**src/design/noc_pkg.sv**
```systemverilog
//////////////////////////////////////////////////
// Widths, settings addresses, readback selectors
// and Wishbone slave states for the NoC block
//////////////////////////////////////////////////

package noc_pkg;

  // Fabric and user side widths
  localparam int NOC_WORD_W = 64;
  localparam int SAMP_W     = 32;

  // Settings bus widths
  localparam int SR_ADDR_W  = 8;
  localparam int SR_DATA_W  = 32;

  //////////////////////////////////////////////////
  // Settings addresses
  //////////////////////////////////////////////////
  localparam logic [SR_ADDR_W-1:0] SR_USER_REG_BASE = 8'd128;
  localparam logic [SR_ADDR_W-1:0] SR_TEST_REG_0    = SR_USER_REG_BASE;
  localparam logic [SR_ADDR_W-1:0] SR_TEST_REG_1    = SR_USER_REG_BASE + 8'd1;

  //////////////////////////////////////////////////
  // Readback selectors
  //////////////////////////////////////////////////
  // Selector is the Wishbone address without bit 0
  typedef enum logic [SR_ADDR_W-2:0] {
    RB_TEST_REG_0 = 7'd0,
    RB_TEST_REG_1 = 7'd1,
    RB_NOC_ID     = 7'd127
  } rb_sel_e;

  // Returned for any selector nobody decodes
  localparam logic [NOC_WORD_W-1:0] RB_BAD_ADDR = 64'h0BAD_C0DE_0BAD_C0DE;

  // Wishbone slave FSM
  typedef enum logic {
    WB_IDLE,
    WB_ACK
  } wb_state_e;

endpackage

```
**src/design/noc_block_skeleton.sv**
```systemverilog
//////////////////////////////////////////////////
// NoC block skeleton: settings slave, two test
// registers, readback mux and stream loopback
//////////////////////////////////////////////////

`timescale 1ns/1ps

module noc_block_skeleton #(
  parameter logic [63:0] NOC_ID         = 64'h1234_0000_0000_0000,
  parameter logic [31:0] TEST_REG_RESET = 32'd0
) (
  input  logic                           ce_clk,
  input  logic                           i_rst_n,
  // Wishbone configuration port
  input  logic                           i_wb_cyc,
  input  logic                           i_wb_stb,
  input  logic                           i_wb_we,
  input  logic [noc_pkg::SR_ADDR_W-1:0]  i_wb_adr,
  input  logic [noc_pkg::SR_DATA_W-1:0]  i_wb_dat,
  input  logic [noc_pkg::SR_DATA_W/8-1:0] i_wb_sel,
  output logic                           o_wb_ack,
  output logic [noc_pkg::SR_DATA_W-1:0]  o_wb_dat,
  // Fabric input stream
  input  logic [noc_pkg::NOC_WORD_W-1:0] i_in_tdata,
  input  logic                           i_in_tlast,
  input  logic                           i_in_tvalid,
  output logic                           o_in_tready,
  // Fabric output stream
  output logic [noc_pkg::NOC_WORD_W-1:0] o_out_tdata,
  output logic                           o_out_tlast,
  output logic                           o_out_tvalid,
  input  logic                           i_out_tready
);

  //////////////////////////////////////////////////
  // Settings and readback
  //////////////////////////////////////////////////
  logic                           set_stb;
  logic [noc_pkg::SR_ADDR_W-1:0]  set_addr;
  logic [noc_pkg::SR_DATA_W-1:0]  set_data;
  noc_pkg::rb_sel_e               rb_addr;
  logic [noc_pkg::NOC_WORD_W-1:0] rb_data;
  logic [31:0]                    test_reg_0;
  logic [31:0]                    test_reg_1;

  settings_wb_slave settings_wb_slave_i (
    .ce_clk    (ce_clk),
    .i_rst_n   (i_rst_n),
    .i_wb_cyc  (i_wb_cyc),
    .i_wb_stb  (i_wb_stb),
    .i_wb_we   (i_wb_we),
    .i_wb_adr  (i_wb_adr),
    .i_wb_dat  (i_wb_dat),
    .i_wb_sel  (i_wb_sel),
    .o_wb_ack  (o_wb_ack),
    .o_wb_dat  (o_wb_dat),
    .o_set_stb (set_stb),
    .o_set_addr(set_addr),
    .o_set_data(set_data),
    .o_rb_addr (rb_addr),
    .i_rb_data (rb_data)
  );

  setting_reg #(
    .MY_ADDR  (noc_pkg::SR_TEST_REG_0),
    .WIDTH    (32),
    .RESET_VAL(TEST_REG_RESET)
  ) sr_test_reg_0 (
    .ce_clk   (ce_clk),
    .i_rst_n  (i_rst_n),
    .i_strobe (set_stb),
    .i_addr   (set_addr),
    .i_data   (set_data),
    .o_value  (test_reg_0),
    .o_changed()
  );

  // Second register decodes its own address
  setting_reg #(
    .MY_ADDR  (noc_pkg::SR_TEST_REG_1),
    .WIDTH    (32),
    .RESET_VAL(TEST_REG_RESET)
  ) sr_test_reg_1 (
    .ce_clk   (ce_clk),
    .i_rst_n  (i_rst_n),
    .i_strobe (set_stb),
    .i_addr   (set_addr),
    .i_data   (set_data),
    .o_value  (test_reg_1),
    .o_changed()
  );

  // Readback mux
  always_comb begin
    case (rb_addr)
      noc_pkg::RB_TEST_REG_0: rb_data = {32'd0, test_reg_0};
      noc_pkg::RB_TEST_REG_1: rb_data = {32'd0, test_reg_1};
      noc_pkg::RB_NOC_ID:     rb_data = NOC_ID;
      default:                rb_data = noc_pkg::RB_BAD_ADDR;
    endcase
  end

  //////////////////////////////////////////////////
  // Stream path
  //////////////////////////////////////////////////
  logic [noc_pkg::SAMP_W-1:0] samp_in_tdata;
  logic                       samp_in_tlast;
  logic                       samp_in_tvalid;
  logic                       samp_in_tready;
  logic [noc_pkg::SAMP_W-1:0] samp_out_tdata;
  logic                       samp_out_tlast;
  logic                       samp_out_tvalid;
  logic                       samp_out_tready;

  stream_narrow stream_narrow_i (
    .ce_clk  (ce_clk),
    .i_rst_n (i_rst_n),
    .i_tdata (i_in_tdata),
    .i_tlast (i_in_tlast),
    .i_tvalid(i_in_tvalid),
    .o_tready(o_in_tready),
    .o_tdata (samp_in_tdata),
    .o_tlast (samp_in_tlast),
    .o_tvalid(samp_in_tvalid),
    .i_tready(samp_in_tready)
  );

  // User loopback
  assign samp_out_tdata  = samp_in_tdata;
  assign samp_out_tlast  = samp_in_tlast;
  assign samp_out_tvalid = samp_in_tvalid;
  assign samp_in_tready  = samp_out_tready;

  stream_widen stream_widen_i (
    .ce_clk  (ce_clk),
    .i_rst_n (i_rst_n),
    .i_tdata (samp_out_tdata),
    .i_tlast (samp_out_tlast),
    .i_tvalid(samp_out_tvalid),
    .o_tready(samp_out_tready),
    .o_tdata (o_out_tdata),
    .o_tlast (o_out_tlast),
    .o_tvalid(o_out_tvalid),
    .i_tready(i_out_tready)
  );

endmodule

```
**src/design/setting_reg.sv**
```systemverilog
//////////////////////////////////////////////////
// Addressed settings register with change pulse
//////////////////////////////////////////////////

`timescale 1ns/1ps

module setting_reg #(
  parameter logic [noc_pkg::SR_ADDR_W-1:0] MY_ADDR   = '0,
  parameter int                            WIDTH     = 32,
  parameter logic [WIDTH-1:0]              RESET_VAL = '0
) (
  input  logic                          ce_clk,
  input  logic                          i_rst_n,
  input  logic                          i_strobe,
  input  logic [noc_pkg::SR_ADDR_W-1:0] i_addr,
  input  logic [noc_pkg::SR_DATA_W-1:0] i_data,
  output logic [WIDTH-1:0]              o_value,
  output logic                          o_changed
);

  logic hit;

  assign hit = i_strobe && (i_addr == MY_ADDR);

  always_ff @(posedge ce_clk) begin
    if (!i_rst_n) begin
      o_value   <= RESET_VAL;
      o_changed <= 1'b0;
    end else begin
      // Pulse for one cycle per load
      o_changed <= hit;
      if (hit) begin
        o_value <= i_data[WIDTH-1:0];
      end
    end
  end

endmodule

```
**src/design/settings_wb_slave.sv**
```systemverilog
//////////////////////////////////////////////////
// Wishbone classic slave for settings writes and
// readback reads, one wait cycle per access
//////////////////////////////////////////////////

`timescale 1ns/1ps

module settings_wb_slave (
  input  logic                                ce_clk,
  input  logic                                i_rst_n,
  // Wishbone classic slave
  input  logic                                i_wb_cyc,
  input  logic                                i_wb_stb,
  input  logic                                i_wb_we,
  input  logic [noc_pkg::SR_ADDR_W-1:0]       i_wb_adr,
  input  logic [noc_pkg::SR_DATA_W-1:0]       i_wb_dat,
  input  logic [noc_pkg::SR_DATA_W/8-1:0]     i_wb_sel,
  output logic                                o_wb_ack,
  output logic [noc_pkg::SR_DATA_W-1:0]       o_wb_dat,
  // Settings bus
  output logic                                o_set_stb,
  output logic [noc_pkg::SR_ADDR_W-1:0]       o_set_addr,
  output logic [noc_pkg::SR_DATA_W-1:0]       o_set_data,
  // Readback lookup
  output noc_pkg::rb_sel_e                    o_rb_addr,
  input  logic [noc_pkg::NOC_WORD_W-1:0]      i_rb_data
);

  noc_pkg::wb_state_e              state_q;
  logic                            req;
  logic                            we_q;
  logic [noc_pkg::SR_ADDR_W-1:0]   adr_q;
  logic [noc_pkg::SR_DATA_W-1:0]   dat_q;

  // New access seen only from idle
  assign req = i_wb_cyc && i_wb_stb && (state_q == noc_pkg::WB_IDLE);

  //////////////////////////////////////////////////
  // Access FSM
  //////////////////////////////////////////////////
  always_ff @(posedge ce_clk) begin
    if (!i_rst_n) begin
      state_q <= noc_pkg::WB_IDLE;
    end else begin
      case (state_q)
        noc_pkg::WB_IDLE: begin
          if (req) begin
            state_q <= noc_pkg::WB_ACK;
          end
        end
        noc_pkg::WB_ACK: begin
          // Master drops stb after ack
          state_q <= noc_pkg::WB_IDLE;
        end
        default: begin
          state_q <= noc_pkg::WB_IDLE;
        end
      endcase
    end
  end

  // Request capture; byte selects do not matter
  // since every setting is a full word (i_wb_sel unused)
  always_ff @(posedge ce_clk) begin
    if (req) begin
      we_q  <= i_wb_we;
      adr_q <= i_wb_adr;
      dat_q <= i_wb_dat;
    end
  end

  assign o_wb_ack = (state_q == noc_pkg::WB_ACK);

  // Write strobe lands in the ack cycle
  assign o_set_stb  = o_wb_ack && we_q;
  assign o_set_addr = adr_q;
  assign o_set_data = dat_q;

  //////////////////////////////////////////////////
  // Readback
  //////////////////////////////////////////////////
  assign o_rb_addr = noc_pkg::rb_sel_e'(adr_q[noc_pkg::SR_ADDR_W-1:1]);

  // Bit 0 picks the half of the 64-bit readback word
  assign o_wb_dat = adr_q[0] ?
                    i_rb_data[noc_pkg::NOC_WORD_W-1:noc_pkg::SR_DATA_W] :
                    i_rb_data[noc_pkg::SR_DATA_W-1:0];

endmodule

```
**src/design/stream_narrow.sv**
```systemverilog
//////////////////////////////////////////////////
// 64-bit to 32-bit stream narrower, high half
// first, last on the low half only
//////////////////////////////////////////////////

`timescale 1ns/1ps

module stream_narrow (
  input  logic                           ce_clk,
  input  logic                           i_rst_n,
  // Wide side
  input  logic [noc_pkg::NOC_WORD_W-1:0] i_tdata,
  input  logic                           i_tlast,
  input  logic                           i_tvalid,
  output logic                           o_tready,
  // Narrow side
  output logic [noc_pkg::SAMP_W-1:0]     o_tdata,
  output logic                           o_tlast,
  output logic                           o_tvalid,
  input  logic                           i_tready
);

  logic [noc_pkg::NOC_WORD_W-1:0] word_q;
  logic                           last_q;
  logic                           full_q;
  // 0 while the high half is pending, 1 for the low half
  logic                           half_q;
  logic                           accept;

  // Take a new word when empty or when the low half leaves now
  assign o_tready = !full_q || (half_q && i_tready);
  assign accept   = i_tvalid && o_tready;

  //////////////////////////////////////////////////
  // Control
  //////////////////////////////////////////////////
  always_ff @(posedge ce_clk) begin
    if (!i_rst_n) begin
      full_q <= 1'b0;
      half_q <= 1'b0;
    end else if (accept) begin
      full_q <= 1'b1;
      half_q <= 1'b0;
    end else if (full_q && i_tready) begin
      if (half_q) begin
        full_q <= 1'b0;
        half_q <= 1'b0;
      end else begin
        half_q <= 1'b1;
      end
    end
  end

  // Word holding register
  always_ff @(posedge ce_clk) begin
    if (accept) begin
      word_q <= i_tdata;
      last_q <= i_tlast;
    end
  end

  //////////////////////////////////////////////////
  // Output
  //////////////////////////////////////////////////
  assign o_tvalid = full_q;
  assign o_tdata  = half_q ? word_q[noc_pkg::SAMP_W-1:0] :
                             word_q[noc_pkg::NOC_WORD_W-1:noc_pkg::SAMP_W];
  assign o_tlast  = half_q && last_q;

endmodule

```
**src/design/stream_widen.sv**
```systemverilog
//////////////////////////////////////////////////
// 32-bit to 64-bit stream widener, first sample
// in the high half, registered output word
//////////////////////////////////////////////////

`timescale 1ns/1ps

module stream_widen (
  input  logic                           ce_clk,
  input  logic                           i_rst_n,
  // Narrow side
  input  logic [noc_pkg::SAMP_W-1:0]     i_tdata,
  input  logic                           i_tlast,
  input  logic                           i_tvalid,
  output logic                           o_tready,
  // Wide side
  output logic [noc_pkg::NOC_WORD_W-1:0] o_tdata,
  output logic                           o_tlast,
  output logic                           o_tvalid,
  input  logic                           i_tready
);

  logic [noc_pkg::SAMP_W-1:0] first_q;
  logic                       have_first_q;
  logic                       xfer_in;
  logic                       complete;

  // Stall only while a finished word is stuck at the output
  assign o_tready = !o_tvalid || i_tready;
  assign xfer_in  = i_tvalid && o_tready;
  assign complete = xfer_in && have_first_q;

  //////////////////////////////////////////////////
  // Control
  //////////////////////////////////////////////////
  always_ff @(posedge ce_clk) begin
    if (!i_rst_n) begin
      have_first_q <= 1'b0;
      o_tvalid     <= 1'b0;
    end else begin
      if (xfer_in) begin
        have_first_q <= !have_first_q;
      end
      if (complete) begin
        o_tvalid <= 1'b1;
      end else if (i_tready) begin
        o_tvalid <= 1'b0;
      end
    end
  end

  // First sample; its last flag carries no meaning
  always_ff @(posedge ce_clk) begin
    if (xfer_in && !have_first_q) begin
      first_q <= i_tdata;
    end
  end

  //////////////////////////////////////////////////
  // Output word register
  //////////////////////////////////////////////////
  always_ff @(posedge ce_clk) begin
    if (complete) begin
      o_tdata <= {first_q, i_tdata};
      o_tlast <= i_tlast;
    end
  end

endmodule

```
**config.mk**
```make
export PLATFORM = sky130hd
export DESIGN_NAME = noc_block_skeleton
export DESIGN_NICKNAME = d
export VERILOG_FILES = /design/src/design/noc_pkg.sv /design/src/design/noc_block_skeleton.sv /design/src/design/setting_reg.sv /design/src/design/settings_wb_slave.sv /design/src/design/stream_narrow.sv /design/src/design/stream_widen.sv
export SDC_FILE = /design/constraint.sdc
export NUM_CORES = 1
export LEC_CHECK = 0
export BUFFER_PORTS_ARGS = -buffer_cell sky130_fd_sc_hd__buf_2
export CAP_MARGIN = 0
export CORE_UTILIZATION = 32
export CTS_BUF_LIST = sky130_fd_sc_hd__clkbuf_8
export DETAILED_ROUTE_END_ITERATION = 7
export PLACE_DENSITY_LB_ADDON = 0.05
export SYNTH_ARGS = -nofsm -noshare
export SYNTH_HDL_FRONTEND = slang
export SYNTH_SLANG_ARGS = --single-unit
export TNS_END_PERCENT = 5
```
**constraint.sdc**
```tcl
create_clock -name ce_clk -period 6.2 [get_ports ce_clk]
set_input_delay 1.55 -clock ce_clk [delete_from_list [all_inputs] [get_ports ce_clk]]
set_output_delay 1.55 -clock ce_clk [all_outputs]
set_load 0.05 [all_outputs]
```
Word level (Yosys, flattened, before mapping)

Cells that the tools add are included.

Equal/unequal tests: 4
Mux-type cells: 11
Bitwise operators: 2
Reduce and logical (&&, ||, !) cells: 22

Operators with widths:

| cell                                           | number |
|---|---|
| one-hot mux 61 bit (3 select lines)            | 1 |
| 2-to-1 mux 32 bit                              | 2 |
| == test 8 bit (second input constant)          | 2 |
| logical AND 1 bit                              | 11 |
| == test 7 x 1 -> 1 bit (second input constant) | 1 |
| == test 7 bit (second input constant)          | 1 |
| zero test 7 bit                                | 1 |
| 2-to-1 mux 1 bit                               | 7 |
| nonzero test 2 bit                             | 3 |
| zero test 1 bit                                | 3 |
| logical OR 1 bit                               | 2 |
| NOT 1 bit                                      | 2 |
| one-hot mux 1 bit (2 select lines)             | 1 |
| AND reduction 2 bit                            | 1 |
| OR reduction 2 bit                             | 1 |

Flip-flop bits (word level): 272
Bits of input ports: 116
Output and inout port bits: 100
Logic and storage cells: 54

Logic depth before layout (Yosys ltp)

Gate-level depths: netlist of run 1.

Word-level depth: 7
Mapped depth: 5
Mapped depth without buffers: 4

Modules after synthesis

A second synthesis of run 1 with hierarchy kept.

Cell total of the unflattened synthesis: 677
Area, all modules: 10729.0 sq um

By module, submodules not included:

| module                       | instances | cells each | area each (sq um) | sequential area each (sq um) |
|---|---|---|---|---|
| stream_widen                 | 1         | 108        | 3015.4            | 2952.8 |
| stream_narrow                | 1         | 113        | 2593.7            | 1991.9 |
| settings_wb_slave            | 1         | 88         | 1873.0            | 1251.2 |
| setting_reg at sr_test_reg_0 | 1         | 143        | 1331.3            | 660.6 |
| setting_reg at sr_test_reg_1 | 1         | 143        | 1328.8            | 660.6 |
| noc_block_skeleton           | 1         | 82         | 586.8             | 0.0 |

Worst setup path before layout of run 1

No wires, ideal clock.

Path kind: input-to-reg
Start point: in i_out_tready
End point: reg stream_narrow_i.last_q (enable)
Setup time: 0.430 ns
Arrival time: 3.770 ns
Required time: 5.770 ns
Slack: 2.000 ns
Stages on the path: 4
Path buffers: 0
Path through: nand2b_1 > nand2_1 > nand2_1 > and2_1

Word-level cells in the longest chain between the ends: 4

RTL lines:

| element                    | RTL line                 | text |
|---|---|---|
| start, declared            | noc_block_skeleton.sv:32 | `input logic i_out_tready` |
| logical OR 1 bit           | stream_widen.sv:29       | `assign o_tready = !o_tvalid \|\| i_tready;` |
| logical AND 1 bit          | stream_narrow.sv:31      | `assign o_tready = !full_q \|\| (half_q && i_tready);` |
| logical OR 1 bit           | stream_narrow.sv:31      |  |
| net o_in_tready            | noc_block_skeleton.sv:27 | `output logic o_in_tready,` |
| logical AND 1 bit          | stream_narrow.sv:32      | `assign accept = i_tvalid && o_tready;` |
| net stream_narrow_i.accept | stream_narrow.sv:28      | `logic accept;` |
| end signal, assigned       | stream_narrow.sv:58      | `last_q <= i_tlast;` |
| end, declared              | stream_narrow.sv:24      | `logic last_q;` |

The timed path passes the listed nets, and every way through them passes these cells.
A chain may end at the register's enable or synchronous reset.

Worst setup path after layout of run 1

Start point: reg settings_wb_slave_i.adr_q (netlist bit settings_wb_slave_i.o_set_addr[5])
End point: out o_wb_dat[2] (netlist bit)

Word-level cells in the longest chain between the ends: 3
Elaborated cells on any way between the ends: 5
Classes of those cells: eq/ne (2); mux (2); reduce/logical (1)

RTL lines:

| element                               | RTL line                 | text |
|---|---|---|
| start, declared                       | settings_wb_slave.sv:32  | `logic [noc_pkg::SR_ADDR_W-1:0] adr_q;` |
| start signal, assigned                | settings_wb_slave.sv:67  | `adr_q <= i_wb_adr;` |
| == test 7 bit (tied with other cells) | noc_block_skeleton.sv:95 | `case (rb_addr)` |
| one-hot mux 61 bit (3 select lines) * | noc_block_skeleton.sv:95 |  |
| 2-to-1 mux 32 bit *                   | settings_wb_slave.sv:85  | `assign o_wb_dat = adr_q[0] ?` |
| end, declared                         | noc_block_skeleton.sv:22 | `output logic [noc_pkg::SR_DATA_W-1:0] o_wb_dat,` |

Every way passes the cells marked *; elsewhere a longest branch is shown, timed or not.

==> reports/summary.txt, run 1 <==
status - finished clean
placed inst area - 10800 µm²
Seq cells post-synth - 272
kind of critical path - register to primary output
commonest cells after routing, fill and taps aside - buf_2, edfxtp_1, dfxtp_1, nand3_1, o21ai_1
clock tree buffer depth - 3
CTS resizes - 0
antenna violations before repair - 1
count of pins over their slew limit - 0
slew margin rel. - 19.0%
slew at the pin closest to its max-slew limit - 1.21 ns
fraction of layout cells with a size suffix above 1 - 35.9%
placed cells - 1154
Layout Nets - 935
Inserted Clock Buffers - 47
Top Family by Delay on Critical Path - simple AND/OR/NAND/NOR gates
CP bufs+invs - 1
CP arrival - 3.82 ns
Final Setup Violations - 0
Die Area - 30400 µm²
startpoint type of the worst setup path - register
top cell type's share of synthesized area - 64.2%
Layout area overhead - 23.0%
fin area - 11700 µm²
routed vias - 5686
via/cell ratio - 4.57
PD cells - 316 nW/µm²
Layout Utilization - 40.3%
Post-Syn Nets - 705
DR WL met2 - 9690 µm
global-route wire length before repair - 31800 µm
IO Port Bufs - 211
peak fanout along the critical path - 20
met1 wire length - 9190 µm
drt pass-1 iters - 5
fin cells - 1243
Worst-Skew Late Latency - 0.55 ns
metal3 WL - 1370 µm
wire per inst - 16.8 µm
final hold slack - 0.408 ns
Chip Width - 174 µm
Setup crit end kind - primary output
vias in the first global route - 5786
Max stage delay on crit path - 1.15 ns
DP HPWL - 13100 µm
Clock Pin Slew Worst Setup and Hold Paths - 0.06 ns
top layer in use - met4
Mean Syn Cell Area - 16.1 µm²
Rows - 62
Filler cells - 2781
H-tree depth - 2
Worst Clk Skew - 0.0239 ns
Core ar. - 28900 µm²
Tmin final - 5.37 ns
Root Buffer - clkbuf_8
Initial Util - 32.8%
Max stage delay cell, worst path - nor2_1
CTS tree - done
HP Class - register to register
total clock sinks - 272
r2r worst-path depth - 4
GRT Util Overall - 13.5%
Stages on worst setup path - 5
final worst-path cycle share - 86.6%
max cap viols - 0
GRT overflow - 0
die height - 174 µm
Hold Path Stages - 0
pin count of the biggest net entering global routing - 102
Final Hold Viols - 0
Ports - 216
Post-CTS Setup Repair Bufs - 0
commonest non-fill, non-tap cell in the layout - buf_2
peak supply drop - 125 µV
sequential share of the synthesized area - 78.8%
Syn Inst Count - 589
DRC - 0
Max Clk Rate - 186 MHz
cts hold-fix bufs - 0
CP required - 4.65 ns
Synth cell types - 32
top cells by area, synth - edfxtp_1, dfxtp_1, mux2_2, nand3_1, o21ai_1
First DRT Iteration DRCs - 295
Lkg Pwr - 0.00435 µW
RSZ-0062 raised after global routing - no
top cell type by total area after synthesis - edfxtp_1
Post-Syn Area - 9490 µm²
Setup TNS Final - 0 ns
number of routed nets with antenna violations - 0
Final GP Congestion - 0.709
CP cell instances - nor3_1, nand2_1, nor2_1, a221o_1, buf_2
Synth warnings - 0
drt total wl - 20900 µm
-- state kept, by name, summed over array words and instances (netlist names), 8 cells and up --
signal and count:
stream_narrow_i.word_q 64, stream_widen_i.first_q 32, stream_widen_i.o_tdata 64, settings_wb_slave_i.o_set_addr 8, sr_test_reg_0.o_value 32, sr_test_reg_1.o_value 32, settings_wb_slave_i.o_set_data 32
-- report_power, final --
group	leakage, µW	total (µW)	switching (µW)	internal [µW]
Sequential	0.00245	2080	26.6	2050
Clock	0.000507	1410	688	717
Combinational	0.00139	207	143	64.6
Total	0.00435	3690	858	2830
-- cell usage after synthesis (all sizes together) --
cell type  count
buf           26
nor3b          1
a21boi         1
and2           4
a221o         13
o21ai         69
mux2          32
nand4          2
nor2          18
clkbuf         8
nor4           2
a22o           1
edfxtp       203
a31oi          1
nand3         65
nor3           3
nand2         41
or2            1
xnor2          1
nand2b         1
mux2i         19
inv            1
dfxtp         69
a21oi          2
nor2b          2
and3           3
-- cells by family (layout without fill, tap and decap cells) --
| family | after synthesis | in the layout | synth area share, % |
|---|---|---|---|
| other | 0 | 1 | 0 |
| flip-flops | 272 | 272 | 78.8 |
| XOR/XNOR | 1 | 1 | 0.0923 |
| AND/OR/NAND/NOR | 143 | 143 | 7.51 |
| AO/OA/AOI/OAI | 87 | 87 | 5.35 |
| buffers and inverters | 35 | 304 | 2.48 |
| multiplexers | 51 | 51 | 5.80 |
-- final cells by class --
cell class,count,area [µm²],share of cell area (%)
Multi-Input combinational cell,282,1800,15.4
Inverter,1,3.75,0.0322
Tap cell,384,480,4.12
Clock buffer,48,661,5.66
Clock inverter,40,159,1.36
Sequential cell,272,7480,64.1
Timing Repair Buffer,215,1090,9.32
Antenna cell,1,2.50,0.0214
-- per-layer routing --
metal,vias to the layer above,GRT usage [%]
li1,2700,-
met5,-,0
met2,237,21.4
met4,0,6.54
met1,2698,17.3
met3,51,3.48
-- worst paths after layout --
check                                     to                               from  slack, ns
setup reg to reg  stream_narrow_i.word_q[53]             stream_narrow_i.half_q       3.15
hold reg to reg   stream_widen_i.o_tdata[57]         stream_widen_i.first_q[25]       0.41
setup / recovery                 o_wb_dat[2]  settings_wb_slave_i.o_set_addr[5]       0.83
hold / removal    stream_widen_i.o_tdata[57]         stream_widen_i.first_q[25]       0.41
-- per-stage QoR --
step	power (µW)	setup slack (ns)
global route	3860	0.556
finish	3690	0.828
floorplan	2240	2.00
global placement	2320	1.45
CTS	3770	0.774
detailed placement	2330	1.38
Note: power is estimated with default switching activity, not from simulation.
==> inputs of run 2 (changes only) <==
- CORE_ASPECT_RATIO: not set -> 0.6
==> run 2 against run 1 <==
Design area is 0.21% higher. Via count fell by 2.0%. Sequential cell count unchanged. Critical path depth grew 1. Power rose by 1.3%. Critical endpoint is now o_wb_dat[23]. Highest routed layer is now met5.
==> reports/summary.txt, run 2 (synthesized netlist as in run 1, its figures left out) <==
Filler cells - 2802 (was 2781)
Setup crit end kind - primary output (unchanged)
CTS tree - done (unchanged)
fin cells - 1250 (was 1243)
die height - 135 µm (was 174 µm)
Lkg Pwr - 0.00434 µW (was 0.00435 µW)
Reg-to-Reg Start - stream_narrow_i.half_q (unchanged)
Worst Clk Skew - 0.0300 ns (was 0.0239 ns)
Initial Util - 32.8% (about the same)
GRT Util Overall - 14.1% (was 13.5%)
First DRT Iteration DRCs - 316 (was 295)
Largest regs - stream_narrow_i.word_q (64), stream_widen_i.o_tdata (64) (unchanged)
number of routed nets with antenna violations - 0 (unchanged)
antenna violations before repair - 2 (was 1)
Final Hold Viols - 0 (unchanged)
sink of the worst hold path - stream_widen_i.o_tdata[38] (was stream_widen_i.o_tdata[57])
pin count of the biggest net entering global routing - 102 (unchanged)
clock tree buffer depth - 3 (unchanged)
RSZ-0062 raised after global routing - no (unchanged)
min-delay src - stream_widen_i.first_q[6] (was stream_widen_i.first_q[25])
Setup TNS Final - 0 ns (unchanged)
placed cells - 1173 (was 1154)
count of pins over their slew limit - 0 (unchanged)
Tmin final - 4.81 ns (was 5.37 ns)
Max stage delay cell, worst path - nor2_1 (unchanged)
Max stage delay on crit path - 0.92 ns (was 1.15 ns)
HP Class - register to register (unchanged)
R2R Path End - stream_narrow_i.word_q[52] (was stream_narrow_i.word_q[53])
vias in the first global route - 5691 (was 5786)
drt total wl - 21600 µm (was 20900 µm)
H-tree depth - 2 (unchanged)
routed vias - 5574 (was 5686)
slew margin rel. - 19.9% (was 19.0%)
slew at the pin closest to its max-slew limit - 1.20 ns (was 1.21 ns)
IO Port Bufs - 211 (unchanged)
register area - 7480 µm² (unchanged)
wire per inst - 17.3 µm (was 16.8 µm)
GRT overflow - 0 (unchanged)
area of the multi-input gates - 1800 µm² (about the same)
# diodes - 0 (was 1)
peak supply drop - 147 µV (was 125 µV)
commonest non-fill, non-tap cell in the layout - buf_2 (unchanged)
Inserted Clock Buffers - 43 (was 47)
Rows - 48 (was 62)
Final Setup Violations - 0 (unchanged)
status - finished clean (unchanged)
CP required - 4.65 ns (about the same)
Post-CTS Setup Repair Bufs - 0 (unchanged)
fin area - 11700 µm² (about the same)
r2r worst-path depth - 4 (unchanged)
final worst-path cycle share - 77.5% (was 86.6%)
startpoint type of the worst setup path - register (unchanged)
placed inst area - 10900 µm² (was 10800 µm²)
PD cells - 319 nW/µm² (was 316 nW/µm²)
fraction of layout cells with a size suffix above 1 - 36.9% (was 35.9%)
CP cell instances - nor4_1, nand2_1, buf_4, nor2_1, a221o_1, buf_2 (was nor3_1, nand2_1, nor2_1, a221o_1, buf_2)
via/cell ratio - 4.46 (was 4.57)
final hold slack - 0.410 ns (was 0.408 ns)
drt pass-1 iters - 6 (was 5)
Chip Width - 224 µm (was 174 µm)
peak fanout along the critical path - 20 (unchanged)
cts hold-fix bufs - 0 (unchanged)
Ports - 216 (unchanged)
Final GP Congestion - 0.711 (was 0.709)
Hold Path Stages - 0 (unchanged)
CP arrival - 3.26 ns (was 3.82 ns)
DRC - 0 (unchanged)
Layout Nets - 934 (was 935)
Clock Pin Slew Worst Setup and Hold Paths - 0.06 ns (about the same)
kind of critical path - register to primary output (unchanged)
Die Area - 30400 µm² (about the same)
max cap viols - 0 (unchanged)
DP HPWL - 13700 µm (was 13100 µm)
Core ar. - 28900 µm² (about the same)
Worst-Skew Late Latency - 0.56 ns (was 0.55 ns)
Root Buffer - clkbuf_8 (unchanged)
total clock sinks - 272 (unchanged)
commonest cells after routing, fill and taps aside - buf_2, edfxtp_1, dfxtp_1, nand3_1, o21ai_1 (unchanged)
CTS resizes - 0 (unchanged)
Max Clk Rate - 208 MHz (was 186 MHz)
reg-to-reg slack, setup - 3.20 ns (was 3.15 ns)
global-route wire length before repair - 32400 µm (was 31800 µm)
Layout area overhead - 23.3% (was 23.0%)
## run 2: critical path, delay by kind of cell (launching register included)
| kind | cells | cell delay, ns |
|---|---|---|
| AND/OR/NAND/NOR | 3 | 1.40 |
| buffers and inverters | 2 | 0.51 |
| flip-flops | 1 | 0.46 |
| AO/OA/AOI/OAI | 1 | 0.33 |
## run 2: area by class of cell
cell class              count  share of cell area [%]
inverters                   1                  0.0321
clock buffers              48                    5.65
well taps                 400                    4.28
flip-flops and latches    272                    63.9
multi-input cells         282                    15.4
repair buffers            218                    9.50
clock inverters            29                    1.26
## run 2: stage by stage
stage / setup WS (ns) / total power, µW / util [%]
4_1_cts: 1.29 / 3810 / 40.4
6_report: 1.39 / 3740 / 40.4
3_5_place_dp: 1.90 / 2330 / 37.6
3_3_place_gp: 1.93 / 2320 / 37.6
5_1_grt: 1.17 / 3910 / 40.4
2_1_floorplan: 2.00 / 2240 / -
## run 2: worst max path at each step
stage                     depth (start not counted)                endpoint  slack (ns)                              start
final                                             6            o_wb_dat[23]        1.39  settings_wb_slave_i.o_set_addr[0]
after CTS                                         6            o_wb_dat[23]        1.29  settings_wb_slave_i.o_set_addr[0]
after global routing                              6            o_wb_dat[23]        1.17  settings_wb_slave_i.o_set_addr[0]
after global placement                            6            o_wb_dat[23]        1.93  settings_wb_slave_i.o_set_addr[0]
after floorplan                                   4  stream_narrow_i.last_q        2.00                       i_out_tready
after detailed placement                          6            o_wb_dat[23]        1.90  settings_wb_slave_i.o_set_addr[0]
## run 2: routing by layer
metal  track usage (%)  wire [µm]  vias up
li1                  -          -     2692
met1              18.4       9680     2696
met2              21.9       9890      150
met3              5.05       1680       34
met4              4.69        363        2
met5                 0         13        -
## run 2: report_power, final
part           internal (µW)  switching [µW]  leakage (µW)
Sequential              2050            27.2       0.00245
Combinational           65.4             145       0.00140
Clock                    751             698      0.000487
==> inputs of run 3 (changes only) <==
- ABC_AREA: not set -> 1
- clock period: 6.2 -> 5 ns (I/O delays scaled with it)
==> run 3 against run 2 <==
Global-route usage increased by 1.1 points. Power increased by 24%. Sequential cell count unchanged. Clock power increased by 23%. Final cell count increased by 30%. Via count increased by 21%. Sequential power increased by 23%.
==> reports/summary.txt, run 3 <==
status - finished clean (unchanged)
sequential share of the synthesized area - 72.2% (was 78.8%)
final worst-path cycle share - 82.1%
Layout area overhead - 22.0% (was 23.3%)
P_sw - 1100 µW (was 871 µW)
count of pins over their slew limit - 0 (unchanged)
commonest cells after routing, fill and taps aside - nand2_1, buf_2, edfxtp_1, inv_1, nor2_1 (was buf_2, edfxtp_1, dfxtp_1, nand3_1, o21ai_1)
Lkg Pwr - 0.00522 µW (was 0.00434 µW)
GRT Util Overall - 15.2% (was 14.1%)
antenna violations before repair - 4 (was 2)
cts hold-fix bufs - 0 (unchanged)
commonest non-fill, non-tap cell in the layout - nand2_1 (was buf_2)
peak fanout along the critical path - 14 (was 20)
DRC - 0 (unchanged)
Inserted Clock Buffers - 45 (was 43)
global-route wire length before repair - 37800 µm (was 32400 µm)
Setup crit end kind - primary output (unchanged)
sink of the worst hold path - stream_widen_i.o_tdata[54] (was stream_widen_i.o_tdata[38])
via/cell ratio - 4.15 (was 4.46)
DP HPWL - 15700 µm (was 13700 µm)
Mean Syn Cell Area - 11.0 µm² (was 16.1 µm²)
Total Power - 4630 µW (was 3740 µW)
top cell type by total area after synthesis - edfxtp_1 (unchanged)
fin area - 12600 µm² (was 11700 µm²)
CP required - 3.75 ns (was 4.65 ns)
number of routed nets with antenna violations - 0 (unchanged)
R2R Path End - sr_test_reg_0.o_value[26] (was stream_narrow_i.word_q[52])
fraction of layout cells with a size suffix above 1 - 24.5% (was 36.9%)
total clock sinks - 272 (unchanged)
EDFF count, synth - 203 (unchanged)
routed vias - 6732 (was 5574)
vias in the first global route - 6451 (was 5691)
Clock Pin Slew Worst Setup and Hold Paths - 0.06 ns (about the same)
Worst-Skew Late Latency - 0.56 ns (about the same)
CTS resizes - 0 (unchanged)
final hold slack - 0.413 ns (was 0.410 ns)
sequential share of power - 55.4% (was 55.6%)
Hold Path Stages - 0 (unchanged)
First DRT Iteration DRCs - 374 (was 316)
placed inst area - 11800 µm² (was 10900 µm²)
max cap viols - 0 (unchanged)
min-delay src - stream_widen_i.first_q[22] (was stream_widen_i.first_q[6])
CP arrival - 2.85 ns (was 3.26 ns)
GRT overflow - 0 (unchanged)
clock tree buffer depth - 3 (unchanged)
Root Buffer - clkbuf_8 (unchanged)
Max stage delay cell, worst path - inv_1 (was nor2_1)
Chip Width - 234 µm (was 224 µm)
top cells by area, synth - edfxtp_1, dfxtp_1, nand2_1, inv_1, nor2_1 (was edfxtp_1, dfxtp_1, mux2_2, nand3_1, o21ai_1)
RSZ-0062 raised after global routing - no (unchanged)
HP Class - register to register (unchanged)
top cell type's share of synthesized area - 58.8% (was 64.2%)
register area - 7480 µm² (unchanged)
Max Clk Rate - 244 MHz
Post-Syn Area - 10400 µm² (was 9490 µm²)
Syn Inst Count - 939 (was 589)
IO Port Bufs - 211 (unchanged)
Rows - 50 (was 48)
drt pass-1 iters - 4 (was 6)
Clk pwr share - 38.6% (was 38.8%)
Worst Clk Skew - 0.0141 ns (was 0.0300 ns)
internal power - 3530 µW (was 2870 µW)
fin cells - 1621 (was 1250)
kind of critical path - register to primary output (unchanged)
Filler cells - 3148 (was 2802)
Final Setup Violations - 0 (unchanged)
slew at the pin closest to its max-slew limit - 1.05 ns (was 1.20 ns)
PD cells - 366 nW/µm² (was 319 nW/µm²)
Final Hold Viols - 0 (unchanged)
H-tree depth - 2 (unchanged)
Top Family by Delay on Critical Path - buffers and inverters (was simple AND/OR/NAND/NOR gates)
r2r worst-path depth - 8 (was 4)
Reg-to-Reg Start - settings_wb_slave_i.o_set_addr[0] (was stream_narrow_i.half_q)
ys flop type - edfxtp_1 (unchanged)
CTS tree - done (unchanged)
pin count of the biggest net entering global routing - 67 (was 102)
CP startpoint - settings_wb_slave_i.o_set_addr[5] (was settings_wb_slave_i.o_set_addr[0])
Seq cells post-synth - 272 (unchanged)
CP cell instances - inv_1, nand2_2, nor2_4, nand2_1, inv_1, nand2_1, a21oi_1, buf_2 (was nor4_1, nand2_1, buf_4, nor2_1, a221o_1, buf_2)
Synth warnings - 0 (unchanged)
Final GP Congestion - 0.715 (was 0.711)
Comb pwr share - 6.0% (was 5.6%)
drt total wl - 25300 µm (was 21600 µm)
slew margin rel. - 30.0% (was 19.9%)
Setup TNS Final - 0 ns (unchanged)
die height - 141 µm (was 135 µm)
Layout Nets - 1287 (was 934)
Post-CTS Setup Repair Bufs - 0 (unchanged)
Ports - 216 (unchanged)
most frequent cells after synthesis - nand2_1, edfxtp_1, inv_1 (was edfxtp_1, dfxtp_1, nand3_1)
placed cells - 1540 (was 1173)
CP bufs+invs - 3 (was 2)
area of the multi-input gates - 2110 µm² (was 1800 µm²)
Post-Syn Nets - 1055 (was 705)
Max stage delay on crit path - 0.55 ns (was 0.92 ns)
Synth cell types - 25 (was 32)
wire per inst - 15.6 µm (was 17.3 µm)
Tmin final - 4.10 ns
cell with the most instances after synthesis - nand2_1 (was edfxtp_1)
startpoint type of the worst setup path - register (unchanged)
Largest regs - stream_narrow_i.word_q (64), stream_widen_i.o_tdata (64) (unchanged)
reg-to-reg slack, setup - 2.81 ns (was 3.20 ns)
Post-synth ARST share - 0% (unchanged)
sw frac - 23.7% (was 23.3%)
Die Area - 33100 µm² (was 30400 µm²)
Core ar. - 31500 µm² (was 28900 µm²)
peak supply drop - 192 µV (was 147 µV)
Initial Util - 32.9% (was 32.8%)
run 3: per-layer routing:
layer / vias up / share of wire [%] / GRT usage [%]
li1: 3458 / - / -
met1: 3072 / 49 / 22.0
met2: 161 / 42 / 21.7
met3: 41 / 7.4 / 5.02
met4: 0 / 1.5 / 3.97
met5: - / 0 / 0
run 3: cell families (layout without fill, tap and decap cells):
| family | count (synthesis) | in the layout | share of synthesized area [%] |
|---|---|---|---|
| flops | 272 | 272 | 72.2 |
| other cells | 0 | 3 | 0 |
| buf+inv | 190 | 453 | 7.74 |
| simple gates | 407 | 407 | 16.7 |
| compound gates | 70 | 70 | 3.38 |
run 3: worst max path at each step:
stage,endpoint,cells past startpoint
floorplan,stream_widen_i.o_tdata[0],6
global placement,o_wb_dat[30],8
detailed placement,o_wb_dat[25],9
CTS,o_wb_dat[30],8
global route,o_wb_dat[30],8
finish,o_wb_dat[29],8
run 3: area by class of cell:
cell class | instances | area share [%]
clock inverter | 31 | 1.21
tap | 416 | 4.12
timing repair buffer | 223 | 9.07
inverter | 152 | 4.52
multi-input combinational | 477 | 16.7
clock buffer | 47 | 5.12
antenna | 3 | 0.0594
sequential | 272 | 59.2
run 3: through the flow:
stage | setup slack [ns] | util (%)
2_1_floorplan | 0.152 | -
6_report | 0.896 | 40.1
3_5_place_dp | 1.45 | 37.5
4_1_cts | 0.821 | 40.1
5_1_grt | 0.600 | 40.1
3_3_place_gp | 1.42 | 37.5
run 3: power groups by stage:
stage	clock (µW)	combinational, µW	sequential, µW
after floorplan	0	108	2670
after global placement	0	282	2610
after detailed placement	0	282	2610
after CTS	1870	283	2560
after global routing	1970	304	2570
final	1790	276	2560
